--- src/ip_hdr_pkg.sv ---
package ip_hdr_pkg;

  // Fixed IPv4 header without options
  localparam int IP_HDR_BYTES = 20;
  localparam int IP_HDR_BITS  = IP_HDR_BYTES * 8;

  // Values required of every accepted header
  localparam logic [3:0] IP_VERSION_4 = 4'd4;
  localparam logic [3:0] IP_IHL_MIN   = 4'd5;  // Header length in 32-bit words

  // Fields in wire order, so the first byte on the wire is the top byte of the struct
  typedef struct packed {
    logic [3:0]  version;
    logic [3:0]  ihl;
    logic [5:0]  dscp;
    logic [1:0]  ecn;
    logic [15:0] total_length;     // Header plus payload in bytes
    logic [15:0] identification;
    logic [2:0]  flags;
    logic [12:0] fragment_offset;
    logic [7:0]  ttl;
    logic [7:0]  protocol;         // 17 for UDP
    logic [15:0] header_checksum;  // Ones' complement over the header words
    logic [31:0] source_ip;
    logic [31:0] dest_ip;
  } ip_hdr_t;

endpackage

--- src/byte_stream_pkg.sv ---
package byte_stream_pkg;

  // One beat of a byte stream
  // Last marks the final byte of a packet
  typedef struct packed {
    logic [7:0] data;
    logic       last;
  } byte_beat_t;

endpackage

--- src/sync_fifo.sv ---
module sync_fifo #(
  parameter int  DEPTH = 2,
  parameter type T     = logic [7:0]
) (
  input  logic i_clk,
  input  logic i_rst_n,
  input  logic i_wr_valid,
  output logic o_wr_ready,
  input  T     i_wr_data,
  output logic o_rd_valid,
  input  logic i_rd_ready,
  output T     o_rd_data
);

  localparam int AW = (DEPTH > 1) ? $clog2(DEPTH) : 1;
  localparam int CW = $clog2(DEPTH + 1);

  T              mem [DEPTH];
  logic [AW-1:0] wr_ptr;
  logic [AW-1:0] rd_ptr;
  logic [CW-1:0] count;
  logic          full;
  logic          wr_fire;
  logic          rd_fire;

  function automatic logic [AW-1:0] ptr_inc(input logic [AW-1:0] ptr);
    logic [AW-1:0] nxt;
    if (ptr == AW'(DEPTH - 1)) begin
      nxt = '0;  // Wrap around
    end else begin
      nxt = ptr + 1'b1;
    end
    return nxt;
  endfunction

  assign full       = (count == CW'(DEPTH));
  assign o_rd_valid = (count != '0);
  assign o_wr_ready = !full || i_rd_ready;  // A read frees a slot this cycle
  assign o_rd_data  = mem[rd_ptr];

  assign wr_fire = i_wr_valid && o_wr_ready;
  assign rd_fire = o_rd_valid && i_rd_ready;

  always_ff @(posedge i_clk) begin
    if (wr_fire) begin
      mem[wr_ptr] <= i_wr_data;
    end
  end

  always_ff @(posedge i_clk or negedge i_rst_n) begin
    if (!i_rst_n) begin
      wr_ptr <= '0;
      rd_ptr <= '0;
      count  <= '0;
    end else begin
      if (wr_fire) begin
        wr_ptr <= ptr_inc(wr_ptr);
      end
      if (rd_fire) begin
        rd_ptr <= ptr_inc(rd_ptr);
      end
      case ({wr_fire, rd_fire})
        2'b10:   count <= count + 1'b1;
        2'b01:   count <= count - 1'b1;
        default: count <= count;
      endcase
    end
  end

  a_count_bound: assert property (@(posedge i_clk) disable iff (!i_rst_n)
    count <= CW'(DEPTH));

  // Head entry must not move under a stalled reader
  a_rd_stable: assert property (@(posedge i_clk) disable iff (!i_rst_n)
    o_rd_valid && !i_rd_ready |=> o_rd_valid && $stable(o_rd_data));

endmodule

--- src/ip_rx_header_parser.sv ---
module ip_rx_header_parser (
  input  logic                        i_clk,
  input  logic                        i_rst_n,
  input  logic                        i_in_valid,
  output logic                        o_in_ready,
  input  byte_stream_pkg::byte_beat_t i_in,
  output logic                        o_hdr_valid,
  input  logic                        i_hdr_ready,
  output ip_hdr_pkg::ip_hdr_t         o_hdr,
  output logic                        o_pay_valid,
  input  logic                        i_pay_ready,
  output byte_stream_pkg::byte_beat_t o_pay,
  output logic [15:0]                 o_drop_count
);

  import ip_hdr_pkg::*;

  typedef enum logic [1:0] {
    S_HDR,   // Collecting header bytes
    S_PUSH,  // Offering the header to the FIFO
    S_PAY,   // Forwarding payload
    S_DROP   // Discarding until last
  } state_t;

  state_t      state;
  logic [4:0]  byte_cnt;
  logic [15:0] csum;
  ip_hdr_t     hdr_q;
  ip_hdr_t     hdr_next;
  logic [16:0] csum_add;
  logic [15:0] csum_next;
  logic        in_fire;
  logic        hdr_done;
  logic        hdr_ok;

  assign in_fire  = i_in_valid && o_in_ready;
  assign hdr_done = (byte_cnt == 5'(IP_HDR_BYTES - 1));

  // New byte enters at the bottom of the header
  assign hdr_next = {hdr_q[IP_HDR_BITS-9:0], i_in.data};

  // Odd byte completes a word with the byte before it
  assign csum_add = {1'b0, csum} + {1'b0, hdr_q[7:0], i_in.data};

  always_comb begin
    if (byte_cnt[0]) begin
      csum_next = csum_add[15:0] + {15'd0, csum_add[16]};  // End-around carry
    end else begin
      csum_next = csum;
    end
  end

  // A valid header sums to all ones including its own checksum field
  assign hdr_ok = (hdr_next.version == IP_VERSION_4) &&
                  (hdr_next.ihl == IP_IHL_MIN) &&
                  (csum_next == 16'hFFFF);

  assign o_in_ready  = (state == S_HDR) || (state == S_DROP) ||
                       ((state == S_PAY) && i_pay_ready);
  assign o_hdr_valid = (state == S_PUSH);
  assign o_hdr       = hdr_q;
  assign o_pay_valid = (state == S_PAY) && i_in_valid;
  assign o_pay       = i_in;

  always_ff @(posedge i_clk) begin
    if ((state == S_HDR) && in_fire) begin
      hdr_q <= hdr_next;
    end
  end

  always_ff @(posedge i_clk or negedge i_rst_n) begin
    if (!i_rst_n) begin
      state        <= S_HDR;
      byte_cnt     <= '0;
      csum         <= '0;
      o_drop_count <= '0;
    end else begin
      case (state)
        S_HDR: begin
          if (in_fire) begin
            if (i_in.last || hdr_done) begin
              byte_cnt <= '0;
              csum     <= '0;
              if (!i_in.last && hdr_ok) begin
                state <= S_PUSH;
              end else begin
                o_drop_count <= o_drop_count + 16'd1;
                if (!i_in.last) begin
                  state <= S_DROP;  // Rest of the packet still to come
                end
              end
            end else begin
              byte_cnt <= byte_cnt + 5'd1;
              csum     <= csum_next;
            end
          end
        end
        S_PUSH: begin
          if (i_hdr_ready) begin
            state <= S_PAY;
          end
        end
        S_PAY: begin
          if (in_fire && i_in.last) begin
            state <= S_HDR;
          end
        end
        S_DROP: begin
          if (in_fire && i_in.last) begin
            state <= S_HDR;
          end
        end
        default: begin
          state <= S_HDR;
        end
      endcase
    end
  end

  // Only headers that passed the checks reach the FIFO
  a_hdr_version: assert property (@(posedge i_clk) disable iff (!i_rst_n)
    o_hdr_valid |-> (o_hdr.version == IP_VERSION_4) && (o_hdr.ihl == IP_IHL_MIN));

  a_hdr_hold: assert property (@(posedge i_clk) disable iff (!i_rst_n)
    o_hdr_valid && !i_hdr_ready |=> o_hdr_valid && $stable(o_hdr));

endmodule

--- src/ip_rx_adapter.sv ---
module ip_rx_adapter (
  input  logic                        i_clk,
  input  logic                        i_rst_n,
  input  logic                        i_enable,
  input  logic                        i_hdr_valid,
  output logic                        o_hdr_ready,
  input  ip_hdr_pkg::ip_hdr_t         i_hdr,
  input  logic                        i_pay_valid,
  output logic                        o_pay_ready,
  input  byte_stream_pkg::byte_beat_t i_pay,
  output logic                        o_out_valid,
  input  logic                        i_out_ready,
  output byte_stream_pkg::byte_beat_t o_out
);

  import ip_hdr_pkg::*;
  import byte_stream_pkg::*;

  typedef enum logic [1:0] {
    ST_HDR,        // Waiting for a parsed header
    ST_WRITE_HDR,  // Emitting header bytes
    ST_PAYLOAD     // Passing payload through
  } state_t;

  state_t     state;
  logic [4:0] offset;
  ip_hdr_t    hdr_q;
  logic [7:0] hdr_byte;
  logic       hdr_fire;

  assign hdr_fire = i_hdr_valid && o_hdr_ready;

  // Byte number offset counted from the top of the struct
  always_comb begin
    hdr_byte = hdr_q[8 * (IP_HDR_BYTES - 1 - int'(offset)) +: 8];
  end

  always_comb begin
    if (state == ST_WRITE_HDR) begin
      o_out = byte_beat_t'{data: hdr_byte, last: 1'b0};
    end else begin
      o_out = i_pay;  // Keeps the payload last flag
    end
  end

  assign o_hdr_ready = (state == ST_HDR) && i_enable;
  assign o_out_valid = (state == ST_WRITE_HDR) ||
                       ((state == ST_PAYLOAD) && i_pay_valid);
  assign o_pay_ready = (state == ST_PAYLOAD) && i_out_ready;

  always_ff @(posedge i_clk) begin
    if (hdr_fire) begin
      hdr_q <= i_hdr;
    end
  end

  always_ff @(posedge i_clk or negedge i_rst_n) begin
    if (!i_rst_n) begin
      state  <= ST_HDR;
      offset <= '0;
    end else if (!i_enable) begin
      state  <= ST_HDR;
      offset <= '0;
    end else begin
      case (state)
        ST_HDR: begin
          if (hdr_fire) begin
            offset <= '0;
            state  <= ST_WRITE_HDR;
          end
        end
        ST_WRITE_HDR: begin
          if (i_out_ready) begin
            if (offset == 5'(IP_HDR_BYTES - 1)) begin
              offset <= '0;
              state  <= ST_PAYLOAD;
            end else begin
              offset <= offset + 5'd1;
            end
          end
        end
        ST_PAYLOAD: begin
          if (i_pay_valid && i_out_ready && i_pay.last) begin
            state <= ST_HDR;
          end
        end
        default: begin
          state <= ST_HDR;
        end
      endcase
    end
  end

  a_offset_range: assert property (@(posedge i_clk) disable iff (!i_rst_n)
    offset < 5'(IP_HDR_BYTES));

  // Nothing leaves between packets
  a_idle_quiet: assert property (@(posedge i_clk) disable iff (!i_rst_n)
    (state == ST_HDR) |-> !o_out_valid);

endmodule

--- src/ros2_ip_rx.sv ---
module ros2_ip_rx #(
  parameter int HDR_FIFO_DEPTH = 2,
  parameter int OUT_FIFO_DEPTH = 32
) (
  input  logic                        i_clk,
  input  logic                        i_rst_n,
  input  logic                        i_enable,
  input  logic                        i_in_valid,
  output logic                        o_in_ready,
  input  byte_stream_pkg::byte_beat_t i_in,
  output logic                        o_out_valid,
  input  logic                        i_out_ready,
  output byte_stream_pkg::byte_beat_t o_out,
  output logic [15:0]                 o_drop_count
);

  import ip_hdr_pkg::*;
  import byte_stream_pkg::*;

  logic       hdr_push_valid;
  logic       hdr_push_ready;
  ip_hdr_t    hdr_push;
  logic       hdr_pop_valid;
  logic       hdr_pop_ready;
  ip_hdr_t    hdr_pop;
  logic       pay_valid;
  logic       pay_ready;
  byte_beat_t pay;
  logic       ad_out_valid;
  logic       ad_out_ready;
  byte_beat_t ad_out;

  ip_rx_header_parser parser_i (
    .i_clk        (i_clk),
    .i_rst_n      (i_rst_n),
    .i_in_valid   (i_in_valid),
    .o_in_ready   (o_in_ready),
    .i_in         (i_in),
    .o_hdr_valid  (hdr_push_valid),
    .i_hdr_ready  (hdr_push_ready),
    .o_hdr        (hdr_push),
    .o_pay_valid  (pay_valid),
    .i_pay_ready  (pay_ready),
    .o_pay        (pay),
    .o_drop_count (o_drop_count)
  );

  sync_fifo #(
    .DEPTH (HDR_FIFO_DEPTH),
    .T     (ip_hdr_t)
  ) hdr_fifo_i (
    .i_clk      (i_clk),
    .i_rst_n    (i_rst_n),
    .i_wr_valid (hdr_push_valid),
    .o_wr_ready (hdr_push_ready),
    .i_wr_data  (hdr_push),
    .o_rd_valid (hdr_pop_valid),
    .i_rd_ready (hdr_pop_ready),
    .o_rd_data  (hdr_pop)
  );

  ip_rx_adapter adapter_i (
    .i_clk       (i_clk),
    .i_rst_n     (i_rst_n),
    .i_enable    (i_enable),
    .i_hdr_valid (hdr_pop_valid),
    .o_hdr_ready (hdr_pop_ready),
    .i_hdr       (hdr_pop),
    .i_pay_valid (pay_valid),
    .o_pay_ready (pay_ready),
    .i_pay       (pay),
    .o_out_valid (ad_out_valid),
    .i_out_ready (ad_out_ready),
    .o_out       (ad_out)
  );

  // Buffer toward the ROS2 message layer
  sync_fifo #(
    .DEPTH (OUT_FIFO_DEPTH),
    .T     (byte_beat_t)
  ) out_fifo_i (
    .i_clk      (i_clk),
    .i_rst_n    (i_rst_n),
    .i_wr_valid (ad_out_valid),
    .o_wr_ready (ad_out_ready),
    .i_wr_data  (ad_out),
    .o_rd_valid (o_out_valid),
    .i_rd_ready (i_out_ready),
    .o_rd_data  (o_out)
  );

endmodule

--- config.mk ---
export PLATFORM = sky130hd
export DESIGN_NAME = ros2_ip_rx
export DESIGN_NICKNAME = d
export VERILOG_FILES = /design/src/ip_hdr_pkg.sv /design/src/byte_stream_pkg.sv /design/src/sync_fifo.sv /design/src/ip_rx_header_parser.sv /design/src/ip_rx_adapter.sv /design/src/ros2_ip_rx.sv
export SDC_FILE = /design/constraint.sdc
export NUM_CORES = 1
export LEC_CHECK = 0
export BUFFER_PORTS_ARGS = -buffer_cell sky130_fd_sc_hd__buf_2
export CAP_MARGIN = 20
export CORE_MARGIN = 2
export CORE_UTILIZATION = 45
export CTS_CLUSTER_SIZE = 25
export DETAILED_ROUTE_END_ITERATION = 12
export SLEW_MARGIN = 20
export SYNTH_ARGS = -nofsm -noshare
export SYNTH_HDL_FRONTEND = slang
export SYNTH_HIERARCHICAL = 1
export SYNTH_SLANG_ARGS = --single-unit
--- constraint.sdc ---
create_clock -name i_clk -period 8.15 [get_ports i_clk]
set_input_delay 0.4075 -clock i_clk [delete_from_list [all_inputs] [get_ports i_clk]]
set_output_delay 0.4075 -clock i_clk [all_outputs]
set_load 0.01 [all_outputs]
==> results of run 1 <==
-- kinds of logic (layout without fill, tap and decap cells) --
kind of cell / Yosys count / in the layout / synth area share (%)
buffers and inverters: 108 / 288 / 1.56
adders and majority gates: 44 / 44 / 1.45
and+or+nand+nor: 342 / 342 / 4.58
DFF: 994 / 994 / 75.5
muxes: 333 / 333 / 12.1
AOI/OAI and AO/OA: 208 / 208 / 3.85
xor gates and xnor gates: 44 / 44 / 1.00
-- final cells by class --
cell class / instances / share of cell area [%]
Clock buffer: 123 / 6.08
Clock inverter: 63 / 1.45
Inverter: 25 / 0.234
Multi-Input combinational cell: 971 / 20.5
Sequential cell: 994 / 67.3
Tap cell: 1155 / 3.29
Timing Repair Buffer: 77 / 1.17
-- through the flow --
stage	setup WS, ns	hold slack [ns]
after global placement	1.77	0.290
after global routing	1.22	0.0480
after CTS	1.75	0.00291
final	1.73	0.0630
after detailed placement	1.68	0.295
after floorplan	0.963	0.112
-- layout by cell type (no fill, tap or decap), drive strengths merged, types with 35 or more instances in the layout --
cell type / instances
o21ai: 46
buf: 69
nand3: 50
mux2: 165
ha: 42
edfxtp: 928
mux4: 68
clkinv: 52
dfrtp: 66
a22oi: 35
nand2: 86
mux2i: 100
nor2: 75
a21oi: 35
clkbuf: 123
-- power groups by stage --
stage | sequential [mW] | clock (mW) | combinational (mW)
after global routing | 7.78 | 4.86 | 4.29
after detailed placement | 7.77 | 0 | 4.00
final | 7.66 | 4.55 | 3.94
after floorplan | 7.59 | 0 | 2.99
after global placement | 7.72 | 0 | 3.93
after CTS | 7.68 | 4.67 | 4.01
-- critical path, stage by stage --
cell and delay (ns):
dlygate4sd3_1 0.53, buf_2 0.14, ha_1 0.18, inv_1 0.06, fa_1 0.40, nand2b_1 0.21
a211oi_2 0.46, nor3_1 0.16, o21ai_0 0.38, a21oi_1 0.11, nor2_1 0.11, o21ai_0 0.08
nand2b_1 0.15, ha_1 0.18, nor2b_1 0.19, nand2_1 0.16, or3_1 0.46, or4_1 0.71
nor3_1 0.34, o221a_2 0.25, o2111ai_2 0.16, o211ai_4 0.69, nor3_1 0.19, xor2_1 0.19
-- sequential cells by signal (all words and copies together), names as in the netlist --
register / count
parser_i/byte_cnt: 5
parser_i/o_hdr: 160
parser_i/o_drop_count: 16
hdr_fifo_i/rd_ptr: 1
adapter_i/offset: 5
adapter_i/state: 2
out_fifo_i/rd_ptr: 5
parser_i/state: 2
out_fifo_i/wr_ptr: 5
hdr_fifo_i/count: 2
hdr_fifo_i/mem: 320
out_fifo_i/count: 6
parser_i/csum: 16
adapter_i/hdr_q: 160
out_fifo_i/mem: 288
hdr_fifo_i/wr_ptr: 1
-- what timing repair did --
item / 4_1_cts / 5_1_grt
hold endpoints to repair: 22 / 1
hold buffers: 7 / 1
gates resized for setup: 0 / 0
endpoints found under the setup margin: 0 / 0
-- worst min path at each step --
| stage | cells past startpoint | endpoint |
|---|---|---|
| after floorplan | 0 | adapter_i/offset[0] |
| final | 2 | adapter_i/state[1] |
| after global routing | 2 | adapter_i/state[1] |
| after global placement | 1 | parser_i/o_drop_count[15] |
| after CTS | 1 | parser_i/o_hdr[6] |
| after detailed placement | 1 | parser_i/o_drop_count[15] |
-- cell usage after synthesis (24+ instances only) --
cell      count
a22oi_1      35
ha_1         42
a21oi_1      34
mux2i_1     100
mux2_4       90
nor2_1       75
mux2_2       74
xor2_1       24
nand2_1      84
edfxtp_1    928
mux4_2       68
dfrtp_1      66
o21ai_0      44
buf_2        28
nand3_1      50
-- routing by layer --
metal / GRT usage, % / up-vias / routed length (um)
met5: 0 / - / 14
met4: 5.92 / 2 / 2260
met3: 2.60 / 116 / 2650
met2: 29.0 / 304 / 38100
met1: 22.9 / 9637 / 33600
li1: - / 8428 / -
==> reports/results.ini, run 1 <==
[cts]
path_clk_slew_ns = 0.06
root_buffer = clkbuf_16
clock_sinks = 994
postCtsSetupBuffers = 0
cts_buffer_depth = 3
htree_levels = 3
cts_made_buffers = 100
insertion_delay_ns = 0.66
cts_tree = yes

[worst_setup_path]
rr_worst_depth = 22
start_kind = input pin
rrSetupSlack_ns = 1.74
critPathKind = input pin to register
r2r-end = parser_i/o_drop_count[5]
rr_startpoint = parser_i/csum[0]
cp.required_ns = 8.66
cp_data_arrival_time_ns = 6.93
endpoint_kind = register
crit_path_end = parser_i/o_drop_count[5]
startpoint = i_in[1]
crit_fanout = 16

[synth]
netlist_area_um2 = 39100
ys_async_sr_fraction_pct = 6.64
synth_cell_types = 90
ys_seq_area_share_pct = 75.5
syn_nets = 2131
synth.yosys.warnings = 6
syn_area_per_cell_um2 = 18.9
yosys.area.top_type = edfxtp_1
synth.ff_latch_count = 994
synth_area_leaders = edfxtp_1, dfrtp_1, mux4_2, mux2_4, mux2i_1
synth_edf_count = 928
synth_flop_cell = edfxtp_1
synth_cells = 2073
synth_top_area_share_pct = 71.2

[grt]
grtUsageTotal_pct = 17.2
grt_max_degree = 161
grt_pass1_vias = 19133
grt.overflow.total = 0
grt_pass1_wl_um = 117000
antenna_found_initial = 4

[worst_hold_path]
hold_path_class = input pin to register
worstHoldStart = i_enable

[timing]
slew_viol_final = 0
tns_ns = 0
hold_viol = 0
tightest_slew_ns = 1.12
fmax_mhz = 156
post-route-period-util_pct = 78.7
slew_headroom_pct = 25.1
rsz0062_at_grt = false
period_needed_ns = 6.42
setup_viol = 0
finalClockSkew_ns = 0.0320

[placement]
place.gp.congestion = 0.792
dpl-instance-area_um2 = 40500
port_buffers = 40
dp_hpwl_um = 45900
dp_cells = 3214

[run_status]
status = finished, final reports clean

[power_and_ir_drop]
p_comb_share_pct = 24.4
p_sw_mw = 4.82
power.total_mw = 16.2
power_frac_clock_pct = 28.2
leakage_nw = 14.9
p_sw_share_pct = 29.9
p_int_mw = 11.3
ir_drop_mv = 0.228
power_density_nw_per_um2 = 368
p_seq_share_pct = 47.4

[layout]
fillers = 7004
final_core_util_pct = 50.8
area_delta_synth_final_pct = 12.2
antennaDiodeCount = 0
instances_no_fill = 3408
regArea_um2 = 29500
layout-drive-gt1-share_pct = 22.0
multi_input_area_um2 = 9000
fin_area_um2 = 43900
fin_nets = 2227

[die]
dieArea_um2 = 89300
die_w_um = 299
core_um2 = 86500
io_pins = 41
rows = 108
die_h_um = 299
start_util_pct = 45.2

[detailed_routing]
drtIter0Drc = 1475
num_vias = 18487
drt-wirelength-per-cell_um = 22.5
remaining_drc_errors = 0
firstDrtPassIters = 5
wirelength_um = 76600
vias_per_cell = 5.42
ant_nets = 0

[flow_run]
drv_cap = 0

Note: power is estimated with default switching activity, not from simulation.
==> run 2: changes to the inputs <==
==> constraint.sdc (replaced) <==
create_clock -name i_clk -period 5.97 [get_ports i_clk]
set_input_delay 0.2985 -clock i_clk [delete_from_list [all_inputs] [get_ports i_clk]]
set_output_delay 0.2985 -clock i_clk [all_outputs]
set_load 0.01 [all_outputs]
==> run 2 against run 1 <==
Net effect:
- register-to-register slack worse by 1.3 ns
- final area is 0.42% higher
- die area unchanged
- combinational power increased by 38%
- global-route usage is 0.14 points lower
- clock power increased by 39%
- core utilization rose by 0.21 points
- routed wire length shrank 0.40%
- critical path type is now register to register
- largest cell class unchanged
- highest routed layer unchanged
==> reports/results.ini, run 2 (synthesis results as in run 1) <==
[run_status]
status = finished, final reports clean

[layout]
layout-drive-gt1-share_pct = 22.2
regArea_um2 = 29500
fillers = 6918
regMostFlops = hdr_fifo_i/mem
biggestRegsByFlops = hdr_fifo_i/mem: 320 flops, out_fifo_i/mem: 288 flops
fin_nets = 2236
area_delta_synth_final_pct = 12.7
final_common_cell = edfxtp_1
mostFrequentLayoutCells = edfxtp_1, clkbuf_16, mux2i_1
instances_no_fill = 3417
final_core_util_pct = 51.0
largest_reg_flops = 320
multi_input_area_um2 = 9010

[grt]
grt_pass1_vias = 19063
grt_pass1_wl_um = 116000
grt.overflow.total = 0
antenna_found_initial = 1
grt_max_degree = 122
grtUsageTotal_pct = 17.1

[placement]
dp_cells = 3218
place.gp.congestion = 0.808
dp_hpwl_um = 45300
port_buffers = 40

[cts]
cts_buffer_depth = 3
path_clk_slew_ns = 0.06
insertion_delay_ns = 0.67
postCtsSetupBuffers = 0
cts_made_buffers = 101
root_buffer = clkbuf_16
cts_tree = yes
htree_levels = 3
clock_sinks = 994

[detailed_routing]
drt-wirelength-per-cell_um = 22.3
wirelength_um = 76300
num_vias = 18481
firstDrtPassIters = 5
ant_nets = 0
drtIter0Drc = 1574
vias_per_cell = 5.41
remaining_drc_errors = 0

[die]
die_h_um = 299
start_util_pct = 45.2
dieArea_um2 = 89300
rows = 108
die_w_um = 299
core_um2 = 86500
io_pins = 41

[timing]
tightest_slew_ns = 1.05
setup_viol = 0
finalClockSkew_ns = 0.0493
slew_viol_final = 0
tns_ns = 0
slew_headroom_pct = 30.1
fmax_mhz = 179
period_needed_ns = 5.58
rsz0062_at_grt = false
hold_viol = 0
post-route-period-util_pct = 93.4

[power_and_ir_drop]
leakage_nw = 15.0
power_density_nw_per_um2 = 503
ir_drop_mv = 0.273
power.total_mw = 22.2

[worst_setup_path]
r2r-end = parser_i/o_drop_count[8]
startpoint = parser_i/csum[0]
rrSetupSlack_ns = 0.39
start_kind = register
crit_fanout = 16
crit_path_end = parser_i/o_drop_count[8]
critPathKind = register to register
cp.required_ns = 6.53
endpoint_kind = register
rr_worst_depth = 23
rr_startpoint = parser_i/csum[0]
cp_data_arrival_time_ns = 6.13

[flow_run]
drv_cap = 0

[worst_hold_path]
hold_path_class = input pin to async pin

run 2: what timing repair did:
| action | in CTS | in global routing |
|---|---|---|
| endpoints found under the setup margin | 0 | 17 |
| endpoints found under the hold margin | 77 | 0 |
| hold buffers | 11 | 0 |
| resized for setup | 0 | 4 |
run 2: worst max-delay path: stages, from the launching register on:
cell and delay [ns]:
dfrtp_1 0.39, ha_1 0.18, inv_1 0.05, fa_1 0.39, nand2b_1 0.20, a211oi_2 0.30
nor3_1 0.14, o21ai_2 0.20, a21oi_1 0.10, nor2_1 0.11, o21ai_0 0.10, nand2b_1 0.13
ha_1 0.15, nor2b_1 0.19, nand2_1 0.16, or3_1 0.47, or4_4 0.62, o21a_1 0.21
o221a_2 0.26, o2111ai_2 0.26, o211ai_4 0.11, buf_12 0.21, nor4_1 0.31, xor2_1 0.19
run 2: power by group:
| group | total (mW) | internal, mW | switching (mW) | leakage [nW] |
|---|---|---|---|---|
| Combinational | 5.42 | 2.18 | 3.24 | 4.04 |
| Sequential | 10.4 | 9.72 | 0.730 | 9.31 |
| Clock | 6.32 | 3.72 | 2.60 | 1.63 |
| Total | 22.2 | 15.6 | 6.57 | 15.0 |
run 2: final cells by class:
class	instances	area share, %
flip-flops and latches	994	67.0
diodes	1	0.00568
repair buffers	85	1.45
multi-input cells	971	20.4
clock buffers	122	5.96
clock inverters	64	1.64
well taps	1155	3.28
inverters	25	0.233
run 2: worst min path at each step:
stage                         from                endpoint  slack (ns)
5_1_grt                    i_rst_n     out_fifo_i/count[4]         0.1
4_1_cts                i_out_ready    out_fifo_i/wr_ptr[1]        0.07
6_report                   i_rst_n     out_fifo_i/count[4]        0.10
3_3_place_gp   parser_i/o_hdr[156]  hdr_fifo_i/mem[1][156]        0.43
2_1_floorplan              i_rst_n     adapter_i/offset[0]       0.003
3_5_place_dp   parser_i/o_hdr[157]  hdr_fifo_i/mem[1][157]        0.43
run 2: metrics by stage:
stage | hold slack, ns | instance area (um^2) | worst slack [ns]
floorplan | 0.00291 | 39100 | 0.461
global placement | 0.425 | 40600 | 0.168
detailed placement | 0.433 | 40600 | 0.0494
CTS | 0.0671 | 44000 | 0.0521
global route | 0.0992 | 44100 | 0.0352
finish | 0.101 | 44100 | 0.391
run 2: per-layer routing:
layer | track usage, % | routed length [um]
met1 | 23.0 | 33200
met2 | 28.3 | 37400
met3 | 2.72 | 3370
met4 | 5.93 | 2260
met5 | 0 | 8
